<file path="config.mk">
export PLATFORM = sky130hd
export DESIGN_NAME = fill_area
export DESIGN_NICKNAME = d
export VERILOG_FILES = /design/src/rtl/panel_pkg.sv /design/src/rtl/fill_area.sv
export SDC_FILE = /design/constraint.sdc
export NUM_CORES = 1
export LEC_CHECK = 0
export BUFFER_PORTS_ARGS = -buffer_cell sky130_fd_sc_hd__buf_2
export CORE_MARGIN = 2
export CORE_UTILIZATION = 50
export CTS_CLUSTER_SIZE = 40
export DETAILED_ROUTE_END_ITERATION = 10
export PLACE_DENSITY = 0.77
export REMOVE_ABC_BUFFERS = 1
export SYNTH_ARGS = -nofsm -noshare
export SYNTH_HDL_FRONTEND = slang
export SYNTH_SLANG_ARGS = --single-unit
</file>
<file path="constraint.sdc">
create_clock -name clk -period 2.4 [get_ports clk]
set_input_delay 0.6 -clock clk [delete_from_list [all_inputs] [get_ports clk]]
set_output_delay 0.6 -clock clk [all_outputs]
set_load 0.02 [all_outputs]
</file>
<file path="src/rtl/panel_pkg.sv">
package panel_pkg;

    // ******************************
    // panel geometry.
    // ******************************
    localparam int NUM_COLS = 320;
    localparam int NUM_ROWS = 32;

    localparam int BYTES_PER_PIXEL = 2;
    localparam int COL_BYTES = 2;    // x and width operands.

    // operand bytes after each opcode.
    localparam int FILL_RECT_OPERANDS = 2 * COL_BYTES + 2 + BYTES_PER_PIXEL;
    localparam int READ_PIXEL_OPERANDS = COL_BYTES + 1;

    // ******************************
    // types.
    // ******************************
    typedef logic [8:0] col_t;
    typedef logic [4:0] row_t;
    typedef logic [15:0] pixel_t;
    typedef logic [7:0] op_t;

    localparam op_t OP_FILL_RECT = 8'h01;
    localparam op_t OP_READ_PIXEL = 8'h02;

endpackage

</file>
<file path="src/rtl/fill_area.sv">
`timescale 1ns/1ps
module fill_area
    import panel_pkg::*;
(
    input  logic   clk,
    input  logic   reset,
    input  logic   start,
    input  col_t   x1,
    input  row_t   y1,
    input  col_t   width,
    input  row_t   height,
    input  pixel_t color,
    output logic   wr_en,
    output row_t   wr_row,
    output col_t   wr_col,
    output pixel_t wr_data,
    output logic   area_done
);
    // one spare bit so the end bound can reach past the panel.
    typedef logic [$bits(col_t):0] col_ext_t;
    typedef logic [$bits(row_t):0] row_ext_t;

    col_ext_t col_sum, col_lim, col_end;
    row_ext_t row_sum, row_lim, row_end;
    col_t     col_first;
    logic     nonempty;
    logic     active;
    logic     last_col;
    logic     last_row;

    // ******************************
    // clipping.
    // ******************************
    assign col_sum  = col_ext_t'(x1) + col_ext_t'(width);
    assign row_sum  = row_ext_t'(y1) + row_ext_t'(height);
    assign col_lim  = (col_sum > col_ext_t'(NUM_COLS)) ? col_ext_t'(NUM_COLS) : col_sum;
    assign row_lim  = (row_sum > row_ext_t'(NUM_ROWS)) ? row_ext_t'(NUM_ROWS) : row_sum;
    assign nonempty = (col_lim > col_ext_t'(x1)) && (row_lim > row_ext_t'(y1));

    assign last_col = (col_ext_t'(wr_col) + 1'b1 == col_end);
    assign last_row = (row_ext_t'(wr_row) + 1'b1 == row_end);
    assign wr_en    = active;

    always_ff @(posedge clk or posedge reset) begin
        if (reset) begin
            active    <= 1'b0;
            area_done <= 1'b0;
        end else begin
            area_done <= 1'b0;
            if (start) begin
                active    <= nonempty;
                area_done <= !nonempty;    // nothing to paint.
            end else if (active && last_col && last_row) begin
                active    <= 1'b0;
                area_done <= 1'b1;
            end
        end
    end

    // row-major walk.
    always_ff @(posedge clk) begin
        if (start) begin
            wr_col    <= x1;
            wr_row    <= y1;
            col_first <= x1;
            col_end   <= col_lim;
            row_end   <= row_lim;
            wr_data   <= color;
        end else if (active) begin
            if (last_col) begin
                wr_col <= col_first;
                wr_row <= wr_row + 1'b1;
            end else begin
                wr_col <= wr_col + 1'b1;
            end
        end
    end

endmodule

</file>
==> results.txt <==
largest net degree at the start of global routing - 50
slew margin rel. - 0.6331
core box area - 7176 sq um
synth unique cells - 66
CTS Buffer Depth - 2
number of fill cells - 456
status - finished with violations
Synth area leaders - edfxtp_1, ha_1, xnor2_1, xor2_1, inv_1
reg2reg start - wr_col[0]
FF/Latch Area - 1702 sq um
vias in the first global route - 3,253
Worst Reg2Reg Path Length in Cells - 10
Post-synth top flop - edfxtp_1
syn_area_per_cell - 11.15 sq um
clk sinks - 57
ANT nets after route - 0
ANT cells - 0
worst-margin pin slew - 0.5504 ns
final setup vio count - 17
Post-Place Cell Area - 4801 sq um
Post-synth top cells - edfxtp_1, ha_1, inv_1
Finished Core Util - 0.7595
HPWL Detailed - 6629 um
GRT Overall Usage - 0.2371
initial antenna violation count - 0
grt ovf - 0
multi-input logic area - 2142 sq um
crit path from - x1[1]
Root Driver - clkbuf_8
leading area contributor after synthesis - edfxtp_1
Fin Clk Skew - 0.01671 ns
IO buf count - 78
DR iter-0 viols - 178
Pwr per Cell Area - 648.4 nW/um^2
P_leak - 2.450 nW
Crit Path Max Fanout - 5
Clock transition at path regs - 0.07 ns
fmax - 0.2652 GHz
Async S/R FF share, synth - 0.03509
DRC errors left - 0
yosys warns - 0
Rows - 31
worst setup margin - -1.371 ns
Post-Syn Area - 3647 sq um
net switching fraction of the power - 0.3248
Max Cap Viol - 0
most common cell in the netlist - edfxtp_1
max-slew violations - 0
Final min period - 3.771 ns
Setup CP Type - in2reg
layout cells sized above 1 - 0.4854
top-area cell type share of the netlist area - 0.4528
via count - 3,287
Worst Hold Class - in2async
DR WL/cell - 16.23 um
r2r setup slk - -0.08 ns
Tcrit/Tclk final - 1.571
Flop pwr share - 0.373
first-pass GRT wire length - 14,480 um
Area Growth Syn to Fin - 49.43%
cts bufs inserted - 9
Clk Latency, worst-skew pair - 0.34 ns
die width - 89.41 um
Chip Height - 89.41 um
die area - 7993 sq um
Initial Util - 0.5083
H-tree Lvls - 3
CTS tree - done
kind of end point of the critical path - flop
number of synthesized flops with an enable pin - 55
P_int - 2.386 mW
Nets - 587
worst reg2reg endpoint - wr_en
CTS Hold Buffers Added - 0
Post-Route WL - 9967 um
Gate Count Post-Synth - 327
# IOs - 79
GPL Wtd Cong - 0.7852
DR vias/cell - 5.353
sequential fraction of the synthesis area - 0.4666
Final Power - 3.534 mW
final instance area - 5450 sq um
Worst EP required - 2.63 ns
critical path capture point - wr_en
Combinational Power Share - 0.388
Synth Register Bits - 57
failing checks - negative setup slack
Sw Pwr - 1.148 mW
arrival time at the worst endpoint - 4.00 ns
CP Launch Type - input pin
Clk pwr share - 0.239
drt pass-1 iters - 4
highest ir drop seen on vdd - 0.0002839 V
Fin. Hold Viols - 0
RSZ-0062 raised after global routing - true
critical path, cell delays in order:
cell and delay [ns]:
buf_8 0.10, ha_4 0.22, a211o_4 0.35, a2111o_1 0.41
a31oi_4 0.25, mux2_4 0.36, a31oi_4 0.19, buf_6 0.17
nor2_4 0.05, ha_4 0.16, a211o_1 0.27, o211ai_1 0.10
nand4b_1 0.15, and2_4 0.18, o32ai_2 0.11, mux2i_1 0.13
and3b_1 0.19
layout by cell type (no fill, tap or decap), drive strengths merged, types with 3 or more instances in the layout:
master and n:
nor2b 4, a21oi 15, and3 4, a31oi 3, inv 27, buf 180, nor2 20, o31ai 3
nor3b 3, nand2b 4, nor4 3, clkinv 4, mux2i 9, ha 28, xnor2 16, nor3 3
clkbuf 10, nand2 16, edfxtp 55, a211oi 3, nand3 9, and2 6, o21ai 20, nand4 6
xor2 14, a21o 7
area by class of cell:
cell class	instances	area share
Clock inverter	6	0.01079
Timing Repair Buffer	180	0.2192
Clock buffer	10	0.02342
Tap cell	99	0.02273
Sequential cell	57	0.3122
Inverter	27	0.01859
Multi-Input combinational cell	235	0.3930
routing by layer:
layer | wire [um] | up-vias | global-route usage
li1 | - | 1588 | -
met1 | 4058 | 1546 | 0.2722
met2 | 5008 | 130 | 0.4209
met3 | 619 | 23 | 0.04894
met4 | 280 | 0 | 0.1113
met5 | 0 | - | 0
metrics by stage:
stage / hold WS [ns] / TNS [ns] / cells / setup slack (ns)
after floorplan: 0.3412 / -10.60 / 319 / -1.419
after global placement: 0.4630 / -7.723 / 589 / -1.554
after CTS: 0.1035 / -3.965 / 610 / -1.303
after global routing: 0.09133 / -5.837 / 614 / -1.525
final: 0.1071 / -4.835 / 614 / -1.371
after detailed placement: 0.4629 / -10.39 / 589 / -1.774
state kept, by name, indices dropped and copies added (netlist names):
register and cells:
wr_data 16, col_end 10, col_first 9, wr_col 9, row_end 6, wr_row 5, area_done 1, wr_en 1
worst min-delay path by stage:
stage / start / to / slack (ns)
floorplan: reset / area_done / 0.34
global placement: reset / area_done / 0.46
detailed placement: reset / area_done / 0.46
CTS: reset / area_done / 0.10
global route: reset / area_done / 0.09
finish: reset / area_done / 0.11
what timing repair did:
item                                    CTS  global route
resized for setup                        42            36
pin swaps                                25            18
setup buffers                             6             4
endpoints found under the setup margin   23            23
power groups by stage:
stage	combinational (mW)	clock, mW	sequential (mW)
6_report	1.37	0.846	1.32
2_1_floorplan	0.492	0	1.42
3_3_place_gp	1.04	0	1.32
4_1_cts	1.20	0.849	1.31
5_1_grt	1.47	0.907	1.33
3_5_place_dp	1.08	0	1.33
logic make-up after synthesis:
logic type,count (synthesis),share of synthesized area
AND/OR/NAND/NOR,88,0.1321
multiplexers,11,0.03190
XOR/XNOR,30,0.07204
buffers and inverters,35,0.04391
flip-flops,57,0.4666
other,1,0.001028
adder cells (fa/ha/maj),30,0.1070
AO/OA/AOI/OAI,75,0.1455
Note: power is estimated with default switching activity, not from simulation.
