[src/rtl/panel_pkg.sv]
package panel_pkg;

    // ******************************
    // panel geometry.
    // ******************************
    localparam int NUM_COLS = 320;
    localparam int NUM_ROWS = 32;

    localparam int BYTES_PER_PIXEL = 2;
    localparam int COL_BYTES = 2;    // x and width operands.

    // operand bytes after each opcode.
    localparam int FILL_RECT_OPERANDS = 2 * COL_BYTES + 2 + BYTES_PER_PIXEL;
    localparam int READ_PIXEL_OPERANDS = COL_BYTES + 1;

    // ******************************
    // types.
    // ******************************
    typedef logic [8:0] col_t;
    typedef logic [4:0] row_t;
    typedef logic [15:0] pixel_t;
    typedef logic [7:0] op_t;

    localparam op_t OP_FILL_RECT = 8'h01;
    localparam op_t OP_READ_PIXEL = 8'h02;

endpackage

[src/rtl/cmd_dispatch.sv]
`timescale 1ns/1ps
module cmd_dispatch
    import panel_pkg::*;
(
    input  logic       clk,
    input  logic       reset,
    input  logic [7:0] byte_in,
    input  logic       byte_valid,
    input  logic       fill_busy,
    output logic       fill_byte_valid,
    output logic       rd_en,
    output row_t       rd_row,
    output col_t       rd_col,
    input  pixel_t     rd_data,
    output logic       ready,
    output logic [7:0] out_byte,
    output logic       out_valid,
    output logic       cmd_error
);
    typedef enum logic [2:0] {
        S_OP,
        S_ARGS,
        S_RD_REQ,
        S_OUT_HI,
        S_OUT_LO
    } state_t;

    typedef logic [$clog2(FILL_RECT_OPERANDS)-1:0] cnt_t;

    state_t state;
    op_t    op;
    cnt_t   arg_cnt;
    logic   take;
    logic   last_arg;

    assign ready    = ((state == S_OP) || (state == S_ARGS)) && !fill_busy;
    assign take     = byte_valid && ready;
    assign last_arg = (op == OP_FILL_RECT) ? (arg_cnt == cnt_t'(FILL_RECT_OPERANDS - 1))
                                           : (arg_cnt == cnt_t'(READ_PIXEL_OPERANDS - 1));

    assign fill_byte_valid = take && (state == S_ARGS) && (op == OP_FILL_RECT);

    // ******************************
    // opcode and operand tracking.
    // ******************************
    always_ff @(posedge clk or posedge reset) begin
        if (reset) begin
            state     <= S_OP;
            op        <= '0;
            arg_cnt   <= '0;
            cmd_error <= 1'b0;
        end else begin
            cmd_error <= 1'b0;
            case (state)
                S_OP: begin
                    if (take) begin
                        op      <= byte_in;
                        arg_cnt <= '0;
                        if (byte_in == OP_FILL_RECT || byte_in == OP_READ_PIXEL) begin
                            state <= S_ARGS;
                        end else begin
                            cmd_error <= 1'b1;    // dropped, next byte is an opcode.
                        end
                    end
                end
                S_ARGS: begin
                    if (take) begin
                        arg_cnt <= arg_cnt + 1'b1;
                        if (last_arg) begin
                            state <= (op == OP_READ_PIXEL) ? S_RD_REQ : S_OP;
                        end
                    end
                end
                S_RD_REQ: state <= S_OUT_HI;
                S_OUT_HI: state <= S_OUT_LO;
                default:  state <= S_OP;
            endcase
        end
    end

    // read address, x msb first then y.
    always_ff @(posedge clk) begin
        if (take && state == S_ARGS && op == OP_READ_PIXEL) begin
            if (arg_cnt < cnt_t'(COL_BYTES)) begin
                rd_col <= col_t'({rd_col, byte_in});
            end else begin
                rd_row <= row_t'(byte_in);
            end
        end
    end

    // ******************************
    // answer.
    // ******************************
    assign rd_en     = (state == S_RD_REQ);
    assign out_valid = (state == S_OUT_HI) || (state == S_OUT_LO);
    assign out_byte  = (state == S_OUT_HI) ? rd_data[15:8] : rd_data[7:0];

endmodule

[config.mk]
export PLATFORM = sky130hd
export DESIGN_NAME = cmd_dispatch
export DESIGN_NICKNAME = d
export VERILOG_FILES = /design/src/rtl/panel_pkg.sv /design/src/rtl/cmd_dispatch.sv
export SDC_FILE = /design/constraint.sdc
export NUM_CORES = 1
export LEC_CHECK = 0
export ABC_AREA = 1
export BUFFER_PORTS_ARGS = -buffer_cell sky130_fd_sc_hd__buf_4
export CAP_MARGIN = 20
export CORE_ASPECT_RATIO = 2
export CORE_MARGIN = 8
export CORE_UTILIZATION = 43
export CTS_CLUSTER_DIAMETER = 150
export CTS_CLUSTER_SIZE = 25
export DETAILED_ROUTE_END_ITERATION = 16
export PLACE_DENSITY = 0.75
export SETUP_SLACK_MARGIN = 0.2
export SYNTH_ARGS = -nofsm -noshare
export SYNTH_HDL_FRONTEND = slang
export SYNTH_SLANG_ARGS = --single-unit
[constraint.sdc]
create_clock -name clk -period 2 [get_ports clk]
set_clock_uncertainty 0.1 [all_clocks]
set_input_delay 0.1 -clock clk [delete_from_list [all_inputs] [get_ports clk]]
set_output_delay 0.1 -clock clk [all_outputs]
set_load 0.05 [all_outputs]
==> impl_metrics.toml, run 1 <==
[worst_setup_path]
reg2reg_from = "state[0]"
path_depth = 9
cp_slowest_cell = "dfrtp_2"
critPathRequiredTime_ps = 1800
cp_cell_sequence = "nor2_4 -> nand2_2 -> nand2_2 -> inv_4 -> nor3_4 -> buf_6 -> nand2_4 -> nor2_4 -> buf_8"
cp-end-kind = "output port"
r2r_end = "rd_col[2]"
crit_fanout = 4
cp_data_arrival_time_ps = 1710
reg2reg_slack_ps = 210
rr_worst_depth = 8
critPathKind = "reg2out"
critPathTopFamily = "simple AND/OR/NAND/NOR gates"
critPathLaunchType = "flop"
slowest_delay_ps = 440
critPathBufInv = 3

[die]
io_pins = 55
rows = 29
initial_core_util_pct = 45.18
core-area_um2 = 3157
dieHeight_um = 97.45
die_area_um2 = 5528
die_w_um = 56.73

[sta]
report.final.slew_viol_count = 0
min_period_ps = 1908
rsz0062_at_grt = "true"
fin_ws_ps = 91.59
tightest_slew_ps = 592.7
hold_viol = 0
max_freq_mhz = 524.0
maxSlewHeadroom_pct = 60.44
finalCritPeriodShare_pct = 95.42
finalSetupViolations = 0

[final_layout]
design_area_um2 = 2320
syn_to_final_growth_pct = 62.63
antenna_cells = 0
layout_common_cells = "buf_4, nand2_1, nor2_1, edfxtp_1, dfrtp_1"
fin_nets = 275
nFillCells = 209
final_common_cell = "buf_4"
seqCellArea_um2 = 798.3
multi_input_area_um2 = 608.1
drive_gt1_share_pct = 46.53

[hold_path]
hp-class = "in2reg"
hp-start = "fill_busy"
hold_depth = 5
min_to = "arg_cnt[0]"

[detailed_routing]
met1_length_um = 1278
routed_wl_um = 4469
wl_per_cell_um = 16.19
route.met2.wl_um = 2532
drcViolationCount = 0
drt_first_pass_iters = 5
drtIter0Drc = 27
ant_nets = 0
top_layer = "met4"
vias = 1443
wl_met3_um = 490
viasPerCell = 5.228

[clocking]
cts.clk_slew.worst_paths_ps = 60
clk_latency_ps = 280
cts_tree = "built"
numCtsBuffers = 5
cts_htree_levels = 2
cts_sinks = 29
cts_buffer_depth = 2
cts_root_buf = "clkbuf_8"

[placement]
post-place-ws_ps = 98.95
place_hpwl_um = 3205
gp_congestion = 0.8733
dpl_cell_area_um2 = 1892
port_buffers = 54

[logic_synthesis]
synth_cell_types = 22
ys_seq_area_share_pct = 55.79
avgSynthCellArea_um2 = 9.262
netlist_instances = 154
synth_area_um2 = 1426
synth_seq_cells = 29
ys_warn_count = 0
synth_fp_nets = 185

[global_routing]
grt.total_usage_pct = 15.54
grt_max_degree = 16
grt-ovfl-total = 0
grt_pass1_wl_um = 6741
grt_pass1_vias = 1564
antenna_found_initial = 0

[run]
cap_viol_max_count = 0

[run_status]
outcome = "finished clean"

[pwr]
vdd_drop_max_mv = 0.7009
p_total_mw = 2.239
power_per_cell_area_nw_per_um2 = 965.4
p_leak_nw = 1.146
kinds of logic (layout without fill, tap and decap cells):
group                      Yosys count  after routing  synth area share, %
buffers and inverters               18            109                5.263
DFF                                 29             29                55.79
and+or+nand+nor                     96             96                31.75
AOI/OAI and AO/OA                    8              8                4.561
adders and majority gates            3              3                2.632
cells in the mapped netlist:
| master | number | share of area, % |
|---|---|---|
| o211ai_1 | 1 | 0.53 |
| nor3b_1 | 1 | 0.53 |
| and2_1 | 1 | 0.44 |
| ha_1 | 3 | 2.6 |
| o21ai_0 | 1 | 0.35 |
| nor3_4 | 1 | 1.1 |
| nor2_2 | 3 | 1.3 |
| nand2_2 | 4 | 1.8 |
| edfxtp_1 | 14 | 29 |
| o21ai_2 | 6 | 3.7 |
| nor2_4 | 2 | 1.6 |
| buf_6 | 1 | 0.79 |
| inv_1 | 13 | 3.4 |
| nor3_2 | 1 | 0.70 |
| dfrtp_1 | 15 | 26 |
| nand3_2 | 2 | 1.4 |
| nor3_1 | 1 | 0.35 |
| nand2_1 | 52 | 14 |
| nand2_4 | 1 | 0.79 |
| nand3_1 | 11 | 3.9 |
| inv_2 | 4 | 1.1 |
| nor2_1 | 16 | 4.2 |
worst max-delay path by stage:
stage,to,start
after CTS,fill_byte_valid,state[0]
after global placement,rd_col[7],op[7]
after detailed placement,rd_col[0],op[7]
final,fill_byte_valid,state[0]
after floorplan,state[1],state[0]
after global routing,fill_byte_valid,state[2]
registers in the layout (all words and copies together), names as in the netlist:
name	count
cmd_error	1
rd_col	9
arg_cnt	3
op	8
state	3
rd_row	5
metrics by stage:
stage               hold WS [ps]  instances  TNS, ps  utilization [%]
floorplan                 -98.59        154   -1.728                -
global placement           86.36        240        0            59.93
detailed placement         106.2        240        0            59.93
CTS                        183.5        268        0            69.32
global route               188.6        276        0            73.48
finish                     184.0        276        0            73.48
routing by layer:
metal  global-route usage, %  vias up
met5                       0        -
met3                   8.246       15
li1                        -      670
met4                   9.311        0
met2                   30.05       76
met1                   10.22      682
worst register-to-register path, cell delays in order (launching register included):
cell	delay, ps
dfrtp_2	440
nor2_4	150
nand2_2	100
nand2_2	90
inv_4	40
nor3_4	160
nand2_2	110
nor3_4	180
buf_6	150
area by class of cell:
class,instances,share of cell area (%)
clock buffers,5,2.967
clock inverters,3,0.5394
inverters,17,3.074
multi-input cells,107,26.21
flip-flops and latches,29,34.41
well taps,31,1.672
repair buffers,84,31.12
timing repair:
| action | in CTS | in global routing |
|---|---|---|
| endpoints found under the hold margin | 31 | 0 |
| endpoints found under the setup margin | 24 | 24 |
| cloned | 0 | 1 |
| pin swaps | 4 | 3 |
| hold buffers | 9 | 0 |
| gates resized for setup | 8 | 21 |
| setup buffers | 11 | 7 |
where the power goes:
part           internal, mW  total, mW  switching [mW]  leakage, nW
registers             0.746      0.849           0.102        0.316
logic                 0.408      0.936           0.527        0.787
clock network         0.233      0.455           0.222       0.0430
total                  1.39       2.24           0.852         1.15
No activity file was read; power rests on OpenSTA's default activity.
==> run 2: changes to the inputs <==
--- a/config.mk
+++ b/config.mk
@@ -5,17 +5,17 @@
 export SDC_FILE = /design/constraint.sdc
 export NUM_CORES = 1
 export LEC_CHECK = 0
-export ABC_AREA = 1
 export BUFFER_PORTS_ARGS = -buffer_cell sky130_fd_sc_hd__buf_4
 export CAP_MARGIN = 20
 export CORE_ASPECT_RATIO = 2
-export CORE_MARGIN = 8
-export CORE_UTILIZATION = 43
+export CORE_MARGIN = 1.5
+export CORE_UTILIZATION = 42
 export CTS_CLUSTER_DIAMETER = 150
 export CTS_CLUSTER_SIZE = 25
 export DETAILED_ROUTE_END_ITERATION = 16
-export PLACE_DENSITY = 0.75
+export PLACE_DENSITY = 0.74
 export SETUP_SLACK_MARGIN = 0.2
+export SKIP_LAST_GASP = 1
 export SYNTH_ARGS = -nofsm -noshare
 export SYNTH_HDL_FRONTEND = slang
 export SYNTH_SLANG_ARGS = --single-unit
==> run 2 against run 1 <==
Effect of this change:
- synthesized cell count is 31% lower
- critical path depth decreased by 4
- cell count decreased by 18%
- hold slack lost 82 ps
- sequential power shrank 19%
- first-iteration DRC count down 19%
- via count fell by 19%
- clock power decreased by 4%
- synthesized area shrank 7.5%
- largest power group is now sequential cells
==> impl_metrics.toml, run 2 <==
[global_routing]
antenna_found_initial = 0
grt_max_degree = 16
grt-ovfl-total = 0
grt.total_usage_pct = 20.84
grt_pass1_vias = 1232
grt_pass1_wl_um = 5250

[final_layout]
largestRegisters = "rd_col (9), op (8), rd_row (5)"
drive_gt1_share_pct = 52.04
fin_nets = 226
final_common_cell = "buf_4"
seqCellArea_um2 = 797.0
nFillCells = 188
layout_common_cells = "buf_4, nand2_1, buf_6"
regMostFlops = "rd_col"
antenna_cells = 0
final_util_pct = 75.71
largest_reg_flops = 9
multi_input_area_um2 = 583.1
syn_to_final_growth_pct = 70.81

[logic_synthesis]
async_flop_share_pct = 51.72
synth_area_um2 = 1320
avgSynthCellArea_um2 = 12.34
ys_seq_area_share_pct = 60.28
synthTopCellsByCount = "nand2_1, dfrtp_1, edfxtp_1, mux2_2"
synth_area_leaders = "edfxtp_1, dfrtp_1, nand2_1, mux2_2, ha_1"
ys_warn_count = 0
synth_fp_nets = 138
synth_ff_type = "dfrtp_1"
yosysMostFrequentCell = "nand2_1"
synth_seq_cells = 29
netlist_instances = 107
synth_cell_types = 32
yosys.area.top_type = "edfxtp_1"
synth_top_area_share_pct = 31.85
synth_edf_count = 14

[sta]
hold_slack_ps = 102.4
fin_ws_ps = 68.63
finalCritPeriodShare_pct = 96.57
tightest_slew_ps = 583.1
max_freq_mhz = 517.8
finalSetupViolations = 0
maxSlewHeadroom_pct = 61.08
min_period_ps = 1931
hold_viol = 0
rsz0062_at_grt = "true"
report.final.slew_viol_count = 0

[clocking]
cts_buffer_depth = 2
cts.clk_slew.worst_paths_ps = 60
cts_tree = "built"
cts_sinks = 29
cts_htree_levels = 2
numCtsBuffers = 5
cts_root_buf = "clkbuf_8"
clk_latency_ps = 280

[worst_setup_path]
crit_fanout = 9
cp_data_arrival_time_ps = 1830
cp-end-kind = "flop"
critPathLaunchType = "flop"
critPathRequiredTime_ps = 1900
critPathKind = "reg2reg"

[placement]
post-place-ws_ps = -52.82
place_hpwl_um = 2412
port_buffers = 54
gp_congestion = 0.8231

[detailed_routing]
viasPerCell = 5.177
vias = 1170
drtIter0Drc = 22
wl_per_cell_um = 15.51
drcViolationCount = 0
routed_wl_um = 3506
drt_first_pass_iters = 4
ant_nets = 0

[run_status]
outcome = "finished clean"

[hold_path]
hp-class = "in2reg"

[die]
io_pins = 55
die_area_um2 = 3508
rows = 28
dieHeight_um = 82.28
initial_core_util_pct = 44.33
core-area_um2 = 2978
die_w_um = 42.64

[run]
cap_viol_max_count = 0

[pwr]
power_per_cell_area_nw_per_um2 = 612.5
p_leak_nw = 1.086
vdd_drop_max_mv = 0.5476
run 2: changes by cell type after synthesis, sizes merged, moves of 5 or more:
cell	change
nand2	-25
nor2	-17
inv	-14
nand3	-13
mux2	+8
o21ai	-5
run 2: worst max-delay path: stages, from the launching register on:
cell	delay, ps
dfrtp_1	400
nor4_4	340
nor3b_4	280
nand4b_1	190
nor3_4	190
buf_12	150
run 2: worst paths after layout:
check,start,to,cells after the start,slack [ps]
min in group asynchronous,reset,op[2],3,340
setup reg to reg,op[4],rd_col[7],5,70
hold / removal,byte_in[5],rd_col[5],2,100
setup / recovery,op[4],rd_col[7],5,70
max in group asynchronous,reset,state[2],3,1040
hold reg to reg,rd_col[0],rd_col[8],0,350
run 2: area by class of cell:
class	instances	share of cell area (%)
clock inverters	3	0.5549
inverters	3	0.6104
well taps	30	1.665
repair buffers	82	32.57
multi-input cells	73	25.86
flip-flops and latches	29	35.35
repair inverters	1	0.3330
clock buffers	5	3.052
run 2: logic make-up after synthesis:
kind of cell             count (synthesis)  synth area share [%]
AND/OR/NAND/NOR                         53                 23.22
flip-flops                              29                 60.28
multiplexers                             9                 7.583
AO/OA/AOI/OAI                            7                 3.792
buffers and inverters                    5                 1.611
adder cells (fa/ha/maj)                  3                 2.844
XOR/XNOR                                 1                0.6636
run 2: per-layer routing:
metal	global-route usage, %	routed length (µm)	up-vias
met4	10.63	69	0
met1	16.95	1062	542
met5	0	0	-
met2	42.27	2107	68
li1	-	-	553
met3	5.870	266	7
run 2: metrics by stage:
step | power (mW) | instance area (µm²) | TNS, ps | instances
after global placement | 0.8770 | 1839 | 0 | 195
after floorplan | 0.7947 | 1351 | 0 | 107
after detailed placement | 0.8856 | 1839 | -472.1 | 195
after CTS | 1.353 | 2115 | 0 | 221
after global routing | 1.441 | 2255 | -0.2596 | 226
final | 1.381 | 2255 | 0 | 226
run 2: timing repair:
action	CTS	global route
endpoints found under the hold margin	33	0
hold buffers	9	0
setup buffers	8	5
gates resized for setup	10	24
pin swaps	5	8
endpoints found under the setup margin	24	30
cloned	1	0
run 2: power breakdown:
part           switching, mW  internal (mW)  total, mW
combinational          0.111          0.140      0.251
sequential            0.0355          0.656      0.691
clock                  0.206          0.233      0.439
