$ cat config.mk
export PLATFORM = sky130hd
export DESIGN_NAME = cmd_fill_rect
export DESIGN_NICKNAME = d
export VERILOG_FILES = /design/src/rtl/panel_pkg.sv /design/src/rtl/cmd_fill_rect.sv /design/src/rtl/field_capture.sv
export SDC_FILE = /design/constraint.sdc
export NUM_CORES = 1
export LEC_CHECK = 0
export BUFFER_PORTS_ARGS = -buffer_cell sky130_fd_sc_hd__clkbuf_2
export CAP_MARGIN = 5
export CORE_MARGIN = 1.5
export CORE_UTILIZATION = 38
export CTS_CLUSTER_DIAMETER = 120
export DETAILED_ROUTE_END_ITERATION = 12
export GPL_TIMING_DRIVEN = 0
export MAX_ROUTING_LAYER = met4
export PLACE_DENSITY = 0.72
export REMOVE_ABC_BUFFERS = 1
export SYNTH_ARGS = -nofsm -noshare
export SYNTH_HDL_FRONTEND = slang
export SYNTH_HIERARCHICAL = 1
export SYNTH_SLANG_ARGS = --single-unit
$ cat constraint.sdc
create_clock -name clk -period 1.65 [get_ports clk]
set_input_delay 0.33 -clock clk [delete_from_list [all_inputs] [get_ports clk]]
set_output_delay 0.33 -clock clk [all_outputs]
set_load 0.01 [all_outputs]
$ cat src/rtl/panel_pkg.sv
package panel_pkg;

    // ******************************
    // panel geometry.
    // ******************************
    localparam int NUM_COLS = 320;
    localparam int NUM_ROWS = 32;

    localparam int BYTES_PER_PIXEL = 2;
    localparam int COL_BYTES = 2;    // x and width operands.

    // operand bytes after each opcode.
    localparam int FILL_RECT_OPERANDS = 2 * COL_BYTES + 2 + BYTES_PER_PIXEL;
    localparam int READ_PIXEL_OPERANDS = COL_BYTES + 1;

    // ******************************
    // types.
    // ******************************
    typedef logic [8:0] col_t;
    typedef logic [4:0] row_t;
    typedef logic [15:0] pixel_t;
    typedef logic [7:0] op_t;

    localparam op_t OP_FILL_RECT = 8'h01;
    localparam op_t OP_READ_PIXEL = 8'h02;

endpackage

$ cat src/rtl/cmd_fill_rect.sv
`timescale 1ns/1ps
module cmd_fill_rect
    import panel_pkg::*;
(
    input  logic       clk,
    input  logic       reset,
    input  logic       fill_byte_valid,
    input  logic [7:0] byte_in,
    output logic       start,
    output col_t       x1,
    output row_t       y1,
    output col_t       width,
    output row_t       height,
    output pixel_t     color,
    input  logic       area_done,
    output logic       busy,
    output logic       done
);
    typedef enum logic [2:0] {
        S_X1,
        S_Y1,
        S_WIDTH,
        S_HEIGHT,
        S_COLOR,
        S_START,
        S_RUNNING,
        S_DONE
    } state_t;

    state_t state;
    logic   x1_last;
    logic   width_last;
    logic   color_last;

    // ******************************
    // operand captures.
    // ******************************
    field_capture #(.field_t(col_t)) x1_cap_i (
        .clk     (clk),
        .reset   (reset),
        .clear   (done),
        .load    (fill_byte_valid && state == S_X1),
        .byte_in (byte_in),
        .value   (x1),
        .last    (x1_last)
    );

    field_capture #(.field_t(col_t)) width_cap_i (
        .clk     (clk),
        .reset   (reset),
        .clear   (done),
        .load    (fill_byte_valid && state == S_WIDTH),
        .byte_in (byte_in),
        .value   (width),
        .last    (width_last)
    );

    field_capture #(.field_t(pixel_t)) color_cap_i (
        .clk     (clk),
        .reset   (reset),
        .clear   (done),
        .load    (fill_byte_valid && state == S_COLOR),
        .byte_in (byte_in),
        .value   (color),
        .last    (color_last)
    );

    // single byte fields, low bits only.
    always_ff @(posedge clk) begin
        if (fill_byte_valid && state == S_Y1) begin
            y1 <= row_t'(byte_in);
        end
        if (fill_byte_valid && state == S_HEIGHT) begin
            height <= row_t'(byte_in);
        end
    end

    // ******************************
    // sequencing.
    // ******************************
    always_ff @(posedge clk or posedge reset) begin
        if (reset) begin
            state <= S_X1;
        end else begin
            case (state)
                S_X1:      if (fill_byte_valid && x1_last) state <= S_Y1;
                S_Y1:      if (fill_byte_valid) state <= S_WIDTH;
                S_WIDTH:   if (fill_byte_valid && width_last) state <= S_HEIGHT;
                S_HEIGHT:  if (fill_byte_valid) state <= S_COLOR;
                S_COLOR:   if (fill_byte_valid && color_last) state <= S_START;
                S_START:   state <= S_RUNNING;
                S_RUNNING: if (area_done) state <= S_DONE;
                default:   state <= S_X1;    // S_DONE.
            endcase
        end
    end

    assign start = (state == S_START);
    assign busy  = (state == S_START) || (state == S_RUNNING);
    assign done  = (state == S_DONE);

endmodule

$ cat src/rtl/field_capture.sv
`timescale 1ns/1ps
module field_capture
    import panel_pkg::*;
#(
    parameter type field_t = pixel_t
) (
    input  logic       clk,
    input  logic       reset,
    input  logic       clear,
    input  logic       load,
    input  logic [7:0] byte_in,
    output field_t     value,
    output logic       last
);
    localparam int NUM_BYTES = ($bits(field_t) + 7) / 8;
    localparam int CNT_W = (NUM_BYTES > 1) ? $clog2(NUM_BYTES) : 1;

    logic [CNT_W-1:0] count;

    assign last = (count == CNT_W'(NUM_BYTES - 1));    // next load ends the field.

    always_ff @(posedge clk or posedge reset) begin
        if (reset) begin
            count <= '0;
        end else if (clear) begin
            count <= '0;
        end else if (load) begin
            count <= last ? '0 : count + 1'b1;
        end
    end

    // msb first, each new byte pushes the older ones up.
    always_ff @(posedge clk) begin
        if (load) begin
            value <= field_t'({value, byte_in});
        end
    end

endmodule

==> impl_metrics.toml, run 1 <==
[run_status]
outcome = "completed"

[timing]
setup_viol = 0
max_slew.worst_pin.slew_ns = 0.4332
fmax_mhz = 614.1
period_minus_slack_ns = 1.629
rsz0062_at_grt = "true"
final.setup.tns_ns = 0
slew_headroom = 0.7112
finalCritPeriodShare = 0.9870
fin_worst_skew_ns = 0.006247
report.final.slew_viol_count = 0
hold_viol_final = 0

[critical_path]
worst_ep_arrival_time_ns = 1.81
cp_max_fo = 6
reg2reg_to = "state[1]"
end_kind = "register"
crit_required_ns = 1.83
critPathSlowestCell = "dfrtp_2"
critPathKind = "reg -> reg"
reg2regPathDepth = 6
r2r_slack_ns = 0.02
crit_family = "flip-flops"
cp_cell_sequence = "inv_4, ha_4, a21bo_1, a21o_2, nand3_2, mux2_4"
cp_num_buf_inv = 1
slowest_delay_ns = 0.47
crit_path_start_kind = "register"
reg2reg_from = "state[1]"

[routing]
wl_per_cell_microns = 15.08
drc = 0
ant_nets = 0
drtPass1Iterations = 4
via_per_inst = 4.703
met1_length_microns = 1361
top_layer_used = "met4"
vias = 983
drt_iter0_markers = 72
met2_length_microns = 1494
wirelength_microns = 3152
dr_wl_met3_microns = 264

[die]
die_area_sq_mm = 0.005067
dieWidth_microns = 71.19
die_y_microns = 71.19
ios = 59
core_area_sq_mm = 0.004414
rows = 24
initial_core_util = 0.4002

[power_and_ir_drop]
p_int_mw = 2.379
p_leak_nw = 0.9186
clock_power_share = 0.196
ir_drop_mv = 0.8789
p_sw_mw = 1.037
pwr-share-comb = 0.281
pwr-share-seq = 0.523
swShare = 0.3036
powerDensity_mw_per_mm2 = 1508

[synth]
synth_top_area_frac = 0.7479
yosysWarnings = 6
synth_area_per_cell_sq_um = 19.63
ys_types = 24
synth_cells = 90
synth_seq_cells = 50
yosysSeqAreaShare = 0.8329
synth_area_leaders = "edfxtp_1 75%, dfrtp_1 8.5%, ha_1 2.8%, inv_1 1.5%, xnor2_1 1.5%"
netlist_area_sq_mm = 0.001767
synth_top_cell_by_area = "edfxtp_1"

[clock_network]
cts_tree = "done"
clk_latency_ns = 0.29
root_buffer = "clkbuf_8"
clockBufferDepth = 2
clock-sinks = 50
clk_pin_slew_ns = 0.09
cts_htree_levels = 2
cts_made_buffers = 5

[global_routing]
grt_max_degree = 18
grt_overflow_total = 0
antenna_found_initial = 0
grt_pass1_vias = 939
grt_pass1_wl_microns = 4671
gr-usage-all-layers = 0.1279

[layout]
fin_area_sq_mm = 0.002266
n_antenna_cell = 0
syn2layout_area_growth_pct = 28.26
drive_above_1_share = 0.5414
nets = 172
fin_util = 0.5133

[hold_path]
worst_hold_path.num_cells = 1
min_path_type = "in -> reg"
holdPathEnd = "color_cap_i/value[6]"
min-delay-start = "byte_in[6]"

[placed_design]
place_congestion = 0.8985
placed_area_sq_mm = 0.002111
place_hpwl_microns = 2212
portBuffers = 58

[job]
cap_viol_max_count = 0
## worst max path at each step
stage / from / to / slack [ns] / depth (start not counted)
after floorplan: state[0] / state[1] / 0.07 / 6
after global placement: state[0] / state[1] / -0.01 / 6
after detailed placement: state[0] / state[1] / -0.05 / 6
after CTS: state[0] / state[1] / -0.04 / 6
after global routing: state[1] / state[1] / -0.02 / 6
final: state[1] / state[1] / 0.02 / 6
## cell families after synthesis
kind of cell               Yosys count  share of synthesized area
buffers and inverters                8                    0.02125
adders and majority gates            4                    0.02833
xor gates and xnor gates             3                    0.01488
muxes                                1                   0.008496
AOI/OAI and AO/OA                    8                    0.03754
DFF                                 50                     0.8329
and+or+nand+nor                     16                    0.05664
## routing by layer
layer  track usage  vias up
li1              -      460
met1        0.1508      469
met2        0.1965       50
met3       0.05556        4
met4       0.04403        0
met5             -        -
## area by class of cell
cell class / count / area (sq um)
Multi-Input combinational cell: 32 / 302.8
Clock buffer: 5 / 68.82
Inverter: 7 / 31.28
Fill cell: 372 / 2148
Sequential cell: 50 / 1474
Clock inverter: 3 / 16.27
Timing Repair Buffer: 60 / 307.8
Tap cell: 52 / 65.06
## cell usage in the layout, fill, tap and decap left out, types with 2 or more instances in the layout
| cell | instances |
|---|---|
| clkbuf_2 | 58 |
| edfxtp_1 | 44 |
| inv_1 | 5 |
| clkbuf_8 | 5 |
| nor2_1 | 4 |
| and2_2 | 4 |
| dfrtp_1 | 4 |
| ha_4 | 3 |
| xnor2_1 | 3 |
| inv_4 | 2 |
| dfrtp_2 | 2 |
## worst reg2reg max path, stage by stage, from the launching register on
cell and delay, ns:
dfrtp_2 0.47, inv_4 0.10, ha_4 0.16, a21bo_1 0.20
a21o_2 0.21, nand3_2 0.08, mux2_4 0.30
## through the flow
step	setup WS [ns]	std cells	power, mW	hold WS [ns]
6_report	0.02149	209	3.416	0.2561
5_1_grt	-0.02278	209	3.599	0.2407
4_1_cts	-0.03866	208	3.309	0.2436
3_5_place_dp	-0.05470	199	2.635	0.1906
3_3_place_gp	-0.01249	199	2.597	0.1882
2_1_floorplan	0.06745	89	2.332	0.05871
## state kept, by name, indices dropped and copies added, names as in the netlist
register / flops
color_cap_i/value: 16
width_cap_i/value: 9
x1_cap_i/value: 9
height: 5
y1: 5
state: 3
color_cap_i/last: 1
width_cap_i/last: 1
x1_cap_i/last: 1
## Yosys cell counts, drive strengths merged
cell,instances
nor3,1
and3,1
a21oi,1
dfrtp,6
ha,4
o21a,1
buf,1
xnor2,3
mux2,1
nand2,1
a21bo,1
o21bai,1
a31oi,1
a22oi,1
nand3,2
nor2b,1
inv,7
and2,6
a221o,1
edfxtp,44
nor2,4
a21o,1
## power groups by stage
stage                     logic [mW]  clock network (mW)  registers, mW
after floorplan                0.502                   0           1.83
after global placement         0.827                   0           1.77
after detailed placement       0.849                   0           1.79
after CTS                      0.865               0.688           1.76
after global routing            1.05               0.737           1.81
final                          0.960               0.671           1.79
## repair_timing
action / in CTS / in global routing
endpoints found under the setup margin: 24 / 22
resized for setup: 3 / 13
buffers inserted: 0 / 1
pin swaps: 0 / 2
endpoints found under the hold margin: 6 / 0
hold buffers: 1 / 0
(Power assumes the default switching activity.)
==> inputs of run 2 (changes only) <==
BUFFER_PORTS_ARGS = default   (was -buffer_cell sky130_fd_sc_hd__clkbuf_2)
DONT_BUFFER_PORTS = 1   (was default)
PLACE_DENSITY = 0.61   (was 0.72)
==> run 2 against run 1 <==
  * Sequential share of layout area rose by 9.8 points
  * Sequential power is 3% higher
  * Count of clock-buffer cells in the layout grew 2
  * First-iteration DRC count shrank 65%
  * Largest cell class unchanged
  * Wire length fell by 14%
  * Global-route usage is 1.8 points lower
  * Highest routed layer unchanged
  * Cell count fell by 28%
  * Maximum frequency grew 1.9%
  * Combinational power shrank 28%
==> impl_metrics.toml, run 2 (synthesis results as in run 1) <==
[run_status]
outcome = "completed"

[timing]
slew_headroom = 0.7104
final.setup.tns_ns = 0
setup_viol = 0
report.final.slew_viol_count = 0
max_slew.worst_pin.slew_ns = 0.4345
fmax_mhz = 626.0
timing.hold.ws_ns = 0.1295
period_minus_slack_ns = 1.597
hold_viol_final = 0
fin_worst_skew_ns = 0.008909
finalCritPeriodShare = 0.9682
rsz0062_at_grt = "false"
fin_ws_ns = 0.05251

[clock_network]
clk_latency_ns = 0.29
cts_tree = "done"
clock-sinks = 50
cts_htree_levels = 2
clockBufferDepth = 2
clk_pin_slew_ns = 0.08
root_buffer = "clkbuf_8"
cts_made_buffers = 5

[global_routing]
grt_overflow_total = 0
grt_max_degree = 18
gr-usage-all-layers = 0.1097
grt_pass1_vias = 741
antenna_found_initial = 0
grt_pass1_wl_microns = 3912

[power_and_ir_drop]
p_leak_nw = 0.6870
powerDensity_mw_per_mm2 = 1697
p_total_mw = 3.335
ir_drop_mv = 0.7601

[layout]
largest_register_ffs = 16
regMostFlops = "color_cap_i/value"
seqCellArea_sq_mm = 0.001471
n_antenna_cell = 0
reg.largest.list = "color_cap_i/value: 16 flops, width_cap_i/value: 9 flops, x1_cap_i/value: 9 flops"
fin_util = 0.4453
nets = 114
multiInputGateArea_sq_um = 279.0
syn2layout_area_growth_pct = 11.26
layout_commonest_cell = "edfxtp_1"
most-common-layout-cells = "44 x edfxtp_1, 6 x dfrtp_1, 5 x inv_1, 5 x and2_2, 5 x clkbuf_8"
drive_above_1_share = 0.2323
nFillCells = 385

[die]
initial_core_util = 0.4002
dieWidth_microns = 71.19
die_y_microns = 71.19
rows = 24
die_area_sq_mm = 0.005067
ios = 59
core_area_sq_mm = 0.004414

[routing]
ant_nets = 0
vias = 779
wl_per_cell_microns = 17.97
drt_iter0_markers = 25
via_per_inst = 5.159
drtPass1Iterations = 2
wirelength_microns = 2713
drc = 0

[hold_path]
min-delay-start = "byte_in[4]"
min_path_type = "in -> reg"

[placed_design]
place_hpwl_microns = 1844
portBuffers = 0
place_congestion = 0.8224
preCtsSetupSlack_ns = -0.06611

[critical_path]
critPathKind = "reg -> reg"
end_kind = "register"
reg2reg_from = "state[1]"
crit_path_start_kind = "register"
setup.worst_path.start = "state[1]"
crit_required_ns = 1.83
cp_max_fo = 6
worst_ep_arrival_time_ns = 1.78

[job]
cap_viol_max_count = 0
-- run 2: cell count changes in the layout (fill, tap and decap cells not counted), moves of 2 or more --
cell / before / now
ha_4: 3 / 1
clkbuf_2: 58 / 0
inv_2: 0 / 2
inv_4: 2 / 0
clkbuf_1: 0 / 2
dfrtp_2: 2 / 0
dfrtp_1: 4 / 6
-- run 2: area by class of cell --
| class | instances | area share |
|---|---|---|
| tap | 52 | 0.03310 |
| inverter | 7 | 0.01337 |
| clock inverter | 1 | 0.01528 |
| sequential | 50 | 0.7486 |
| timing repair buffer | 2 | 0.008911 |
| clock buffer | 7 | 0.03883 |
| multi-input combinational | 32 | 0.1419 |
-- run 2: stage by stage --
step | area, sq um | cells
6_report | 1966 | 151
2_1_floorplan | 1755 | 89
3_5_place_dp | 1821 | 141
3_3_place_gp | 1821 | 141
5_1_grt | 1966 | 151
4_1_cts | 1953 | 150
-- run 2: metal layers --
metal  routed length [microns]  vias to the layer above  global-route usage
met4                        34                        0             0.05031
li1                          -                      344                   -
met2                      1336                       41              0.1780
met3                       224                        6             0.04274
met1                      1119                      388              0.1183
met5                         0                        -                   -
-- run 2: what timing repair did --
item | in CTS | in global routing
setup buffers | 0 | 1
pin swaps | 0 | 2
resized for setup | 5 | 4
hold endpoints to repair | 6 | 0
endpoints found under the setup margin | 32 | 13
hold buffers | 1 | 0
-- run 2: final timing paths --
| check | slack (ns) | to | depth (start not counted) |
|---|---|---|---|
| worst max-delay path | 0.05 | state[1] | 6 |
| worst min-delay path | 0.13 | x1_cap_i/value[4] | 0 |
| worst max register to register | 0.05 | state[1] | 6 |
| worst min register to register | 0.53 | color_cap_i/value[15] | 0 |
| max in group asynchronous | 1.09 | state[2] | 2 |
| min in group asynchronous | 0.38 | width_cap_i/last | 2 |
-- run 2: power breakdown --
part	total, mW	internal, mW	switching [mW]
registers	1.84	1.64	0.196
logic	0.694	0.310	0.384
clock network	0.803	0.453	0.350
total	3.34	2.41	0.929
-- run 2: worst max-delay path, cell delays in order (launching register included) --
cell,delay [ns]
dfrtp_1,0.43
inv_2,0.10
ha_4,0.16
a21bo_1,0.20
a21o_2,0.21
nand3_2,0.09
mux2_4,0.30
